<file path="config.mk">
export PLATFORM = sky130hd
export DESIGN_NAME = multdiv_top
export DESIGN_NICKNAME = d
export VERILOG_FILES = /design/src/design/md_op_pkg.sv /design/src/design/md_ctrl_pkg.sv /design/src/design/md_ctrl_if.sv /design/src/design/md_controller.sv /design/src/design/md_mac_datapath.sv /design/src/design/md_div_datapath.sv /design/src/design/multdiv_top.sv
export SDC_FILE = /design/constraint.sdc
export NUM_CORES = 2
export LEC_CHECK = 0
export ABC_AREA = 1
export BUFFER_PORTS_ARGS = -buffer_cell sky130_fd_sc_hd__buf_2
export CAP_MARGIN = 20
export CORE_MARGIN = 4
export CORE_UTILIZATION = 40
export DETAILED_ROUTE_END_ITERATION = 8
export PLACE_DENSITY = 0.55
export SYNTH_ARGS = -nofsm -noshare
export SYNTH_HDL_FRONTEND = slang
export SYNTH_HIERARCHICAL = 1
export SYNTH_SLANG_ARGS = --single-unit
</file>
<file path="constraint.sdc">
create_clock -name clk_i -period 17.64 [get_ports clk_i]
set_input_delay 5.292 -clock clk_i [delete_from_list [all_inputs] [get_ports clk_i]]
set_output_delay 5.292 -clock clk_i [all_outputs]
set_load 0.05 [all_outputs]
</file>
<file path="src/design/md_op_pkg.sv">
// Operation encodings of the multiply/divide unit
// Operand, half-operand and accumulator widths
// Per-operand signedness selection type

package md_op_pkg;

  // Operand and result width of the unit
  localparam int XLEN = 32;

  // Half-operand width seen by the 17x17 multiplier
  localparam int HALF_W = 16;

  // Accumulator width, partial product plus carry and sign
  localparam int MAC_W = 34;

  // Operations of the unit
  typedef enum logic [1:0] {
    // Low word of the product
    MD_OP_MULL,
    // High word of the product
    MD_OP_MULH,
    // Quotient
    MD_OP_DIV,
    // Remainder
    MD_OP_REM
  } md_op_e;

  // Bit 0 marks operand a as signed, bit 1 marks operand b as signed
  typedef logic [1:0] md_sign_t;

endpackage

</file>
<file path="src/design/md_ctrl_pkg.sv">
// Multiplier phase and divider state encodings
// Bit counter constants of the divide loop

package md_ctrl_pkg;

  // Partial-product phases of the iterative multiplier
  typedef enum logic [1:0] {
    ALBL,
    ALBH,
    AHBL,
    AHBH
  } mult_phase_e;

  // Long division FSM states
  typedef enum logic [2:0] {
    DIV_IDLE,
    DIV_ABS_A,
    DIV_ABS_B,
    DIV_COMP,
    DIV_LAST,
    DIV_CHANGE_SIGN,
    DIV_FINISH
  } div_state_e;

  localparam int DIV_CNT_W = 5;
  localparam logic [DIV_CNT_W-1:0] DIV_FIRST_BIT = 5'd31;

endpackage

</file>
<file path="src/design/md_ctrl_if.sv">
// Interface between the sequencer and the multiply and divide datapaths
// Carries phase, state, step enables and the result words

`timescale 1ns/1ps

interface md_ctrl_if import md_ctrl_pkg::*; ();

  // Driven by the sequencer
  mult_phase_e                 mult_phase;
  logic                        mult_step;
  div_state_e                  div_state;
  logic [DIV_CNT_W-1:0]        div_count;
  logic                        div_step;

  // Driven by the datapaths
  logic [md_op_pkg::XLEN-1:0]  mac_result;
  logic [md_op_pkg::XLEN-1:0]  div_result;
  logic                        divisor_zero;

  modport ctrl (
    output mult_phase, mult_step, div_state, div_count, div_step,
    input  mac_result, div_result, divisor_zero
  );

  modport mac (
    input  mult_phase, mult_step,
    output mac_result
  );

  modport div (
    input  div_state, div_count, div_step,
    output div_result, divisor_zero
  );

endinterface

</file>
<file path="src/design/md_controller.sv">
// Multiplier phase sequencer and long division FSM
// Division bit counter, valid generation and result selection

`timescale 1ns/1ps

module md_controller
  import md_op_pkg::*;
  import md_ctrl_pkg::*;
(
  input  logic            clk_i,
  input  logic            rst_ni,
  input  logic            en_i,
  input  md_op_e          operator_i,
  md_ctrl_if.ctrl         ctrl,
  output logic [XLEN-1:0] result_o,
  output logic            valid_o
);

  logic                 is_mult;
  logic                 mult_step;
  logic                 div_step;
  logic                 mult_valid;
  logic                 div_valid;
  mult_phase_e          phase_q, phase_d;
  div_state_e           state_q, state_d;
  logic [DIV_CNT_W-1:0] cnt_q, cnt_d;

  assign is_mult   = (operator_i == MD_OP_MULL) || (operator_i == MD_OP_MULH);
  assign mult_step = en_i & is_mult;
  assign div_step  = en_i & ~is_mult;

  // Multiplier phases, MULL ends in AHBL and MULH in AHBH
  always_comb begin
    phase_d = phase_q;
    unique case (phase_q)
      ALBL: phase_d = ALBH;
      ALBH: phase_d = AHBL;
      AHBL: phase_d = (operator_i == MD_OP_MULL) ? ALBL : AHBH;
      AHBH: phase_d = ALBL;
      default: phase_d = ALBL;
    endcase
  end

  always_ff @(posedge clk_i or negedge rst_ni) begin
    if (!rst_ni) begin
      phase_q <= ALBL;
    end else if (mult_step) begin
      phase_q <= phase_d;
    end
  end

  assign mult_valid = mult_step &
                      (((phase_q == AHBL) && (operator_i == MD_OP_MULL)) ||
                       (phase_q == AHBH));

  // Divider FSM and bit counter
  always_comb begin
    state_d = state_q;
    cnt_d   = cnt_q;
    unique case (state_q)
      DIV_IDLE: begin
        // Division by zero skips the whole loop
        state_d = ctrl.divisor_zero ? DIV_FINISH : DIV_ABS_A;
        cnt_d   = DIV_FIRST_BIT;
      end
      DIV_ABS_A: begin
        state_d = DIV_ABS_B;
        cnt_d   = DIV_FIRST_BIT;
      end
      DIV_ABS_B: begin
        state_d = DIV_COMP;
        cnt_d   = DIV_FIRST_BIT;
      end
      DIV_COMP: begin
        state_d = (cnt_q == DIV_CNT_W'(1)) ? DIV_LAST : DIV_COMP;
        cnt_d   = cnt_q - 1'b1;
      end
      DIV_LAST: begin
        state_d = DIV_CHANGE_SIGN;
      end
      DIV_CHANGE_SIGN: begin
        state_d = DIV_FINISH;
      end
      DIV_FINISH: begin
        state_d = DIV_IDLE;
      end
      default: begin
        state_d = DIV_IDLE;
      end
    endcase
  end

  always_ff @(posedge clk_i or negedge rst_ni) begin
    if (!rst_ni) begin
      state_q <= DIV_IDLE;
      cnt_q   <= '0;
    end else if (div_step) begin
      state_q <= state_d;
      cnt_q   <= cnt_d;
    end
  end

  assign div_valid = div_step & (state_q == DIV_FINISH);

  assign ctrl.mult_phase = phase_q;
  assign ctrl.mult_step  = mult_step;
  assign ctrl.div_state  = state_q;
  assign ctrl.div_count  = cnt_q;
  assign ctrl.div_step   = div_step;

  assign valid_o  = mult_valid | div_valid;
  assign result_o = is_mult ? ctrl.mac_result : ctrl.div_result;

  // Divider never leaves the defined state set
  div_state_legal_a: assert property (
    @(posedge clk_i) disable iff (!rst_ni)
    state_q inside {DIV_IDLE, DIV_ABS_A, DIV_ABS_B, DIV_COMP, DIV_LAST,
                    DIV_CHANGE_SIGN, DIV_FINISH}
  );

  // Operator held until the result is delivered
  operator_stable_a: assert property (
    @(posedge clk_i) disable iff (!rst_ni)
    (en_i && !valid_o) |=> $stable(operator_i)
  );

endmodule

</file>
<file path="src/design/md_mac_datapath.sv">
// Iterative 17x17 signed multiply-accumulate
// Per-phase operand and addend selection, accumulator register

`timescale 1ns/1ps

module md_mac_datapath
  import md_op_pkg::*;
  import md_ctrl_pkg::*;
(
  input  logic            clk_i,
  input  logic            rst_ni,
  input  md_sign_t        signed_mode_i,
  input  logic [XLEN-1:0] op_a_i,
  input  logic [XLEN-1:0] op_b_i,
  input  md_op_e          operator_i,
  md_ctrl_if.mac          ctrl
);

  logic [HALF_W-1:0]        mul_a;
  logic [HALF_W-1:0]        mul_b;
  logic                     sign_a;
  logic                     sign_b;
  logic                     signed_mult;
  logic [MAC_W-1:0]         addend;
  logic signed [MAC_W-1:0]  mac_res;
  logic [MAC_W-1:0]         acc_q, acc_d;

  assign signed_mult = (signed_mode_i != 2'b00);

  always_comb begin
    mul_a  = op_a_i[HALF_W-1:0];
    mul_b  = op_b_i[HALF_W-1:0];
    sign_a = 1'b0;
    sign_b = 1'b0;
    addend = '0;
    unique case (ctrl.mult_phase)
      ALBH: begin
        mul_b  = op_b_i[XLEN-1:HALF_W];
        sign_b = signed_mode_i[1] & op_b_i[XLEN-1];
        // AL*BL is unsigned, only its upper half carries on
        addend = {{(MAC_W-HALF_W){1'b0}}, acc_q[XLEN-1:HALF_W]};
      end
      AHBL: begin
        mul_a  = op_a_i[XLEN-1:HALF_W];
        sign_a = signed_mode_i[0] & op_a_i[XLEN-1];
        addend = (operator_i == MD_OP_MULL) ?
                 {{(MAC_W-HALF_W){1'b0}}, acc_q[XLEN-1:HALF_W]} : acc_q;
      end
      AHBH: begin
        mul_a  = op_a_i[XLEN-1:HALF_W];
        mul_b  = op_b_i[XLEN-1:HALF_W];
        sign_a = signed_mode_i[0] & op_a_i[XLEN-1];
        sign_b = signed_mode_i[1] & op_b_i[XLEN-1];
        // Upper part weighs 2^32, sign extend when any operand is signed
        addend = {{HALF_W{signed_mult & acc_q[MAC_W-1]}}, acc_q[MAC_W-1:HALF_W]};
      end
      default: begin
        addend = '0;
      end
    endcase
  end

  assign mac_res = $signed({sign_a, mul_a}) * $signed({sign_b, mul_b}) + $signed(addend);

  // Low word keeps AL*BL[15:0] below the new middle bits
  assign acc_d = ((ctrl.mult_phase == ALBH) && (operator_i == MD_OP_MULL)) ?
                 {2'b00, mac_res[HALF_W-1:0], acc_q[HALF_W-1:0]} : mac_res;

  always_ff @(posedge clk_i) begin
    if (ctrl.mult_step) begin
      acc_q <= acc_d;
    end
  end

  assign ctrl.mac_result = (operator_i == MD_OP_MULL) ?
                           {mac_res[HALF_W-1:0], acc_q[HALF_W-1:0]} : mac_res[XLEN-1:0];

  // High word fits 33 bits, so the top two bits agree
  acc_top_sign_a: assert property (
    @(posedge clk_i) disable iff (!rst_ni)
    (ctrl.mult_step && ctrl.mult_phase == AHBH) |=> (acc_q[MAC_W-1] == acc_q[MAC_W-2])
  );

endmodule

</file>
<file path="src/design/md_div_datapath.sv">
// Long division datapath with its own 33-bit subtract adder
// Absolute values, restoring compare loop, sign correction
// Division by zero presets of quotient and remainder

`timescale 1ns/1ps

module md_div_datapath
  import md_op_pkg::*;
  import md_ctrl_pkg::*;
(
  input  logic            clk_i,
  input  logic            rst_ni,
  input  md_sign_t        signed_mode_i,
  input  logic [XLEN-1:0] op_a_i,
  input  logic [XLEN-1:0] op_b_i,
  input  md_op_e          operator_i,
  md_ctrl_if.div          ctrl
);

  logic [XLEN:0]          add_a;
  logic [XLEN:0]          add_b;
  logic [XLEN:0]          add_res;
  logic                   is_ge;
  logic                   sign_a;
  logic                   sign_b;
  logic                   div_neg;
  logic [DIV_CNT_W-1:0]   bit_idx;
  logic [XLEN-1:0]        next_rem;
  logic [XLEN-1:0]        next_quo;
  logic [XLEN-1:0]        num_q, num_d;
  logic [XLEN-1:0]        den_q, den_d;
  logic [XLEN-1:0]        quo_q, quo_d;
  // Partial remainder, later the final result word
  logic [XLEN:0]          rem_q, rem_d;

  assign sign_a  = signed_mode_i[0] & op_a_i[XLEN-1];
  assign sign_b  = signed_mode_i[1] & op_b_i[XLEN-1];
  assign div_neg = sign_a ^ sign_b;

  // Adder operands per state, default computes 0 - a
  always_comb begin
    add_a = '0;
    add_b = {1'b0, op_a_i};
    unique case (ctrl.div_state)
      DIV_ABS_B: add_b = {1'b0, op_b_i};
      DIV_COMP,
      DIV_LAST: begin
        add_a = rem_q;
        add_b = {1'b0, den_q};
      end
      DIV_CHANGE_SIGN: add_b = rem_q;
      default: add_b = {1'b0, op_a_i};
    endcase
  end

  assign add_res  = add_a - add_b;
  // Remainder minus denominator is non-negative
  assign is_ge    = ~add_res[XLEN];
  assign next_rem = is_ge ? add_res[XLEN-1:0] : rem_q[XLEN-1:0];
  assign bit_idx  = ctrl.div_count - 1'b1;

  always_comb begin
    next_quo = quo_q;
    next_quo[ctrl.div_count] = quo_q[ctrl.div_count] | is_ge;
  end

  always_comb begin
    num_d = num_q;
    den_d = den_q;
    quo_d = quo_q;
    rem_d = rem_q;
    unique case (ctrl.div_state)
      DIV_IDLE: begin
        // Only kept when the divisor is zero
        rem_d = (operator_i == MD_OP_DIV) ? {1'b0, {XLEN{1'b1}}} : {1'b0, op_a_i};
      end
      DIV_ABS_A: begin
        quo_d = '0;
        num_d = sign_a ? add_res[XLEN-1:0] : op_a_i;
      end
      DIV_ABS_B: begin
        rem_d = {{XLEN{1'b0}}, num_q[XLEN-1]};
        den_d = sign_b ? add_res[XLEN-1:0] : op_b_i;
      end
      DIV_COMP: begin
        // Shift in the next numerator bit
        rem_d = {next_rem, num_q[bit_idx]};
        quo_d = next_quo;
      end
      DIV_LAST: begin
        rem_d = (operator_i == MD_OP_DIV) ? {1'b0, next_quo} : {1'b0, next_rem};
      end
      DIV_CHANGE_SIGN: begin
        if ((operator_i == MD_OP_DIV) ? div_neg : sign_a) begin
          rem_d = {1'b0, add_res[XLEN-1:0]};
        end
      end
      default: begin
        rem_d = rem_q;
      end
    endcase
  end

  always_ff @(posedge clk_i) begin
    if (ctrl.div_step) begin
      num_q <= num_d;
      den_q <= den_d;
      quo_q <= quo_d;
      rem_q <= rem_d;
    end
  end

  assign ctrl.divisor_zero = (op_b_i == '0);
  assign ctrl.div_result   = rem_q[XLEN-1:0];

  // Restoring step keeps the shifted remainder below 2 * denominator
  rem_bound_a: assert property (
    @(posedge clk_i) disable iff (!rst_ni)
    (ctrl.div_step && ctrl.div_state == DIV_COMP) |-> ({1'b0, rem_q} < {1'b0, den_q, 1'b0})
  );

endmodule

</file>
<file path="src/design/multdiv_top.sv">
// Top level of the multiply/divide unit
// Sequencer, multiply and divide datapaths joined by md_ctrl_if

`timescale 1ns/1ps

module multdiv_top
  import md_op_pkg::*;
(
  input  logic            clk_i,
  input  logic            rst_ni,
  input  logic            en_i,
  input  md_op_e          operator_i,
  input  md_sign_t        signed_mode_i,
  input  logic [XLEN-1:0] op_a_i,
  input  logic [XLEN-1:0] op_b_i,
  output logic [XLEN-1:0] result_o,
  output logic            valid_o
);

  md_ctrl_if md_if_i ();

  md_controller ctrl_i (
    .clk_i      (clk_i),
    .rst_ni     (rst_ni),
    .en_i       (en_i),
    .operator_i (operator_i),
    .ctrl       (md_if_i.ctrl),
    .result_o   (result_o),
    .valid_o    (valid_o)
  );

  md_mac_datapath mac_i (
    .clk_i         (clk_i),
    .rst_ni        (rst_ni),
    .signed_mode_i (signed_mode_i),
    .op_a_i        (op_a_i),
    .op_b_i        (op_b_i),
    .operator_i    (operator_i),
    .ctrl          (md_if_i.mac)
  );

  md_div_datapath div_i (
    .clk_i         (clk_i),
    .rst_ni        (rst_ni),
    .signed_mode_i (signed_mode_i),
    .op_a_i        (op_a_i),
    .op_b_i        (op_b_i),
    .operator_i    (operator_i),
    .ctrl          (md_if_i.div)
  );

endmodule

</file>
; ---- After elaboration in Yosys (flattened, before gate mapping)
; Index checks and enable logic that the tools add are counted.
; W data, S select, Z words.
[word_totals]
reg_bits = 173
out_inout_bits = 33
word_cells = 99
[op_classes]
add_sub_neg = 3
multipliers = 1
magnitude_cmp = 3
eq_ne = 13
muxes = 33
bitwise = 13
reduce_logical = 23
[op_table]
columns = op, count
row1 = $mux W32, 8
row2 = $pmux W33 S5, 1
row3 = $pmux W34 S3, 1
row4 = $pmux W33 S3, 1
row5 = $mux W33, 2
row6 = $pmux W32 S2, 1
row7 = $add A34 B34 Y34, 1
row8 = $mul A17 B17 Y34, 1
row9 = $mux W34, 1
row10 = $sub A33 B33 Y33, 1
row11 = $bwmux W32, 1
row12 = $logic_not A32 Y1, 1
row13 = $mux W16, 2
row14 = $pmux W3 S6, 1
row15 = $lt A5 B6 Y1 const B, 2
row16 = $bmux W1 S5, 2
row17 = $pmux W5 S2, 1
row18 = $reduce_and A2 Y1, 5
row19 = $eq A3 B3 Y1 const B, 3
row20 = $pmux W2 S4, 1
row21 = $and A1 B1 Y1, 7
row22 = $eq A2 B2 Y1 const B, 3
row23 = $eq A3 B2 Y1 const B, 2
row24 = $mux W1, 6
row25 = other kinds (21), 34

; ---- Longest topological paths before layout
[depth]
word_depth = 9
ltp_mapped = 33

; ---- Cells and area by module
; Netlist, hierarchy kept.
[modules_own_cells]
columns = module, instances, cells_per_inst, area_each_um2, seq_area_each_um2
row1 = md_mac_datapath, 1, 1964, 15377.2, 1021.0
row2 = md_div_datapath, 1, 1939, 12120.4, 3873.7
row3 = md_controller, 1, 184, 994.7, 250.2

; ---- Worst setup path after synthesis
; Ideal clock, no wire load.
[synth_timing]
path_type = in2out
startpoint = input port op_a_i[31]
endpoint = output port result_o[21]
t_arrival_ps = 11209
t_required_ps = 12348
setup_slack_ps = 1139
cell_stages = 30
path_cell_list = nand2_1 nor2_1 inv_1 nor2_1 inv_1 fa_1 inv_1 fa_1 inv_1 fa_1 fa_1 inv_1 fa_1 inv_1 fa_1 inv_1 ha_1 nand2_1 inv_2 nand2_1 nor2_1 nor2_1 nand2_1 a21oi_2 clkinv_1 nand2_1 nand3_1 o21ai_0 nand2_1 nand2_1
[synth_between]
elab_chain_cells = 6
word_cells_on_any_way = 7
[synth_rtl]
columns = item, line_no
row1 = from (decl), multdiv_top.sv:14  ; input logic [XLEN-1:0] op_a_i,
row2 = $and A1 B1 Y1, "md_mac_datapath.sv:45, md_mac_datapath.sv:52"
row3 = $mux W1, n/a
row4 = $mul A17 B17 Y34 *, md_mac_datapath.sv:63  ; assign mac_res = $signed({sign_a, mul_a}) * $signed({sign_b, mul_b}) + $signed(addend);
row5 = $add A34 B34 Y34 *, md_mac_datapath.sv:63
row6 = $mux W32 *, md_mac_datapath.sv:75  ; assign ctrl.mac_result = (operator_i == MD_OP_MULL) ?
row7 = "named net md_if_i.mac_result, one bit", md_ctrl_if.sv:16  ; logic [md_op_pkg::XLEN-1:0] mac_result;
row8 = $mux W32 *, md_controller.sv:112  ; assign result_o = is_mult ? ctrl.mac_result : ctrl.div_result;
row9 = to (decl), multdiv_top.sv:16  ; output logic [XLEN-1:0] result_o,
; Mark *: on every way through the listed nets, which the timed path passes. The rest lies on a longest branch.

; ---- Worst setup path after layout
[layout_timing]
startpoint = input port operator_i[0]
endpoint = output port result_o[21]
[layout_between]
elab_chain_cells = 6
word_cells_on_any_way = 8
[layout_rtl]
columns = item, line_no
row1 = from (decl), multdiv_top.sv:12  ; input md_op_e operator_i,
row2 = $logic_not A2 Y1 *, "md_mac_datapath.sv:46, md_mac_datapath.sv:75"
row3 = $mux W34, md_mac_datapath.sv:46  ; addend = (operator_i == MD_OP_MULL) ?
row4 = $pmux W34 S3, md_mac_datapath.sv:36  ; unique case (ctrl.mult_phase)
row5 = $add A34 B34 Y34, md_mac_datapath.sv:63
row6 = $mux W32 *, md_mac_datapath.sv:75
row7 = "named net md_if_i.mac_result, one bit", md_ctrl_if.sv:16
row8 = $mux W32 *, md_controller.sv:112
; Marked as above.

==> impl_metrics.toml <==
[outcome]
outcome = "finished, final reports clean"

[placed_design]
place_congestion = 1.021
io_buffers = 103
dpl_cell_area_mm2 = 0.03009
place_hpwl_mm = 93.63

[worst_setup_path]
cp.required_ns = 12.35
worstRegToRegCells = 24
cp-startpoint = "operator_i[0]"
r2r_end = "mac_i/acc_q[32]"
slowest_stage = "fa_1"
r2r-start = "ctrl_i/ctrl.mult_phase[0]"
r2r_slack_ns = 9.90
crit_path_max_incr_delay_ns = 0.57
arrival_ns = 12.01
start_kind = "primary input"
crit_fanout = 16
crit_path_end = "result_o[21]"
worstSetupPathType = "in -> out"
crit_path_frequent_cell = "inv_1"
crit_path_end_kind = "output pin"

[floorplan]
initial_core_util_pct = 40.55
die_h_um = 274.9
core_region_area_mm2 = 0.07027
chipWidth_um = 274.9
pin_count = 104
rows = 97
die-area_mm2 = 0.07556

[clock_network]
htreeDepth = 4
cts.sinks = 173
root_buffer = "clkbuf_16"
clkTransAtPathRegs_ns = 0.08
cts_buffers = 17
clockBufferDepth = 2
worstSkewPairLatency_ns = 0.51
cts_tree = "yes"

[sta]
worstMarginPinSlew_ns = 1.160
period_minus_slack_ns = 17.30
final.period_utilization_pct = 98.07
rsz0062_at_grt = "no"
hold_viol = 0
fin_skew_ns = 0.01785
slew_headroom_pct = 21.95
drv_slew = 0
finalSetupViolCount = 0
finalSetupTns_ns = 0
max_freq_mhz = 57.81

[finish]
nFillCells = 7432
layout_commonest_cell = "nand2_1"
seqCellArea_mm2 = 0.005146
area_growth_pct = 7.777
final_cell_mix = "1177 x nand2_1, 822 x inv_1, 340 x nor2_1, 339 x fa_1, 248 x nand3_1"
drive_above_1_share_pct = 7.622
multi_input_area_mm2 = 0.01939
finalInstanceArea_mm2 = 0.03071
nNetsFinal = 4685

[detailed_routing]
via_count = 27150
drtAntennaViolNets = 0
firstDrtPassIters = 6
drtIter0Drc = 3283
wire_per_inst_um = 22.72
drcViolationCount = 0
drt_wl_total_mm = 115.6
post_drt_via_cell_ratio = 5.337

[yosys]
synthCells = 4087
synth.distinct_cells = 53
yosys.area_share.adder_pct = 30.08
ys_ff_latch = 173
synthMuxAreaShare_pct = 0
syn_nets = 4639
synth_top_area_share_pct = 23.89
synthXorXnorAreaFrac_pct = 1.032
synth_top_area_cell = "fa_1"
yosys_warnings = 6
synthesis.area_mm2 = 0.02849
synth_top_family_by_area = "adder cells"
avgSynthCellArea_um2 = 6.971
yosys-top-cells-area = "fa_1 24%, edfxtp_1 17%, nand2_1 16%, inv_1 11%, ha_1 6.2%"
synth-simple-area-share_pct = 27.72
synth_seq_area_share_pct = 18.06
synth-compound-area-share_pct = 9.011

[global_routing]
grt_pass1_vias = 26020
track_usage_pct = 30.90
busiest_layer = "met1"
gr-usage-met1_pct = 46.00
met2_usage_pct = 43.39
grt_antenna_before_repair = 3
grt_overflow = 0
grt_max_degree = 93
grt_first_pass_wirelength_mm = 172.1
grt_use_met3_pct = 9.707

[min_path]
min_path_type = "reg -> reg"

[job]
maxCapViolCount = 0
layout make-up:
cell class	instances	area share, %
Clock buffer	17	1.385
Sequential cell	173	16.76
Inverter	843	10.30
Clock inverter	15	0.6112
Multi-Input combinational cell	2904	63.13
Antenna cell	1	0.008149
Tap cell	940	3.830
Timing Repair Buffer	194	3.973
timing repair:
item	4_1_cts	5_1_grt
setup buffers	0	0
hold buffers	0	0
gates resized for setup	0	1
setup endpoints to repair	0	6
how the worst min path moves through the flow:
stage,to,cells past startpoint,from
CTS,ctrl_i/ctrl.mult_phase[1],2,ctrl_i/ctrl.mult_phase[1]
floorplan,ctrl_i/ctrl.mult_phase[1],2,ctrl_i/ctrl.mult_phase[1]
global placement,ctrl_i/ctrl.mult_phase[1],2,ctrl_i/ctrl.mult_phase[1]
detailed placement,ctrl_i/ctrl.mult_phase[1],2,ctrl_i/ctrl.mult_phase[1]
finish,ctrl_i/ctrl.mult_phase[1],2,ctrl_i/ctrl.mult_phase[1]
global route,ctrl_i/ctrl.mult_phase[1],2,ctrl_i/ctrl.mult_phase[1]
critical path, delay by kind of cell:
family | cells | cell delay, ns
buf+inv | 11 | 1.48
fa+ha+maj | 7 | 3.28
simple gates | 11 | 1.07
compound gates | 4 | 0.86
per-layer routing:
layer	vias to the layer above	part of all wire (%)
li1	12640	-
met1	13020	45
met3	150	12
met4	4	2.5
met2	1345	40
met5	-	0.022
cell families after synthesis:
group,count (synthesis)
XOR/XNOR,31
AND/OR/NAND/NOR,1918
adder cells (fa/ha/maj),481
AO/OA/AOI/OAI,474
buffers and inverters,1010
flip-flops,173
flip-flops by register name, summed over array words and instances, names as in the netlist:
register                flops
ctrl_i/ctrl.div_count       5
ctrl_i/ctrl.div_state       3
ctrl_i/ctrl.mult_phase      2
div_i/den_q                32
div_i/num_q                32
div_i/quo_q                32
div_i/rem_q                33
mac_i/acc_q                34
synth_stat cells, drive strengths merged:
library cell / instances
fa: 340
edfxtp: 163
buf: 96
nand3b: 8
a21oi: 158
dfrtp: 10
nand3: 253
and2: 2
o311ai: 1
inv: 835
a211oi: 1
o21a: 1
ha: 141
and3: 2
o21bai: 6
nand2: 1195
nor3: 53
o22ai: 21
a21boi: 2
or2: 11
a32oi: 1
xnor2: 9
nor4: 9
o211ai: 4
a22oi: 6
a221oi: 1
o21ai: 270
xor2: 22
nor2: 355
clkbuf: 71
clkinv: 8
nor3b: 1
a21o: 2
nand4: 29
through the flow:
stage               hold WS, ns  setup WS [ns]  utilization [%]  cells
floorplan                0.5186          1.139                -   4087
global placement         0.5584        0.09859            42.76   5051
detailed placement       0.5638         0.4010            42.82   5054
CTS                      0.5858         0.3446            43.69   5086
global route             0.5981        0.03224            43.70   5086
finish                   0.5927         0.3405            43.70   5087
Power is left out: the tool's default activity adds up to more than one toggle a clock period on the data nets, which glitch-free logic cannot reach.
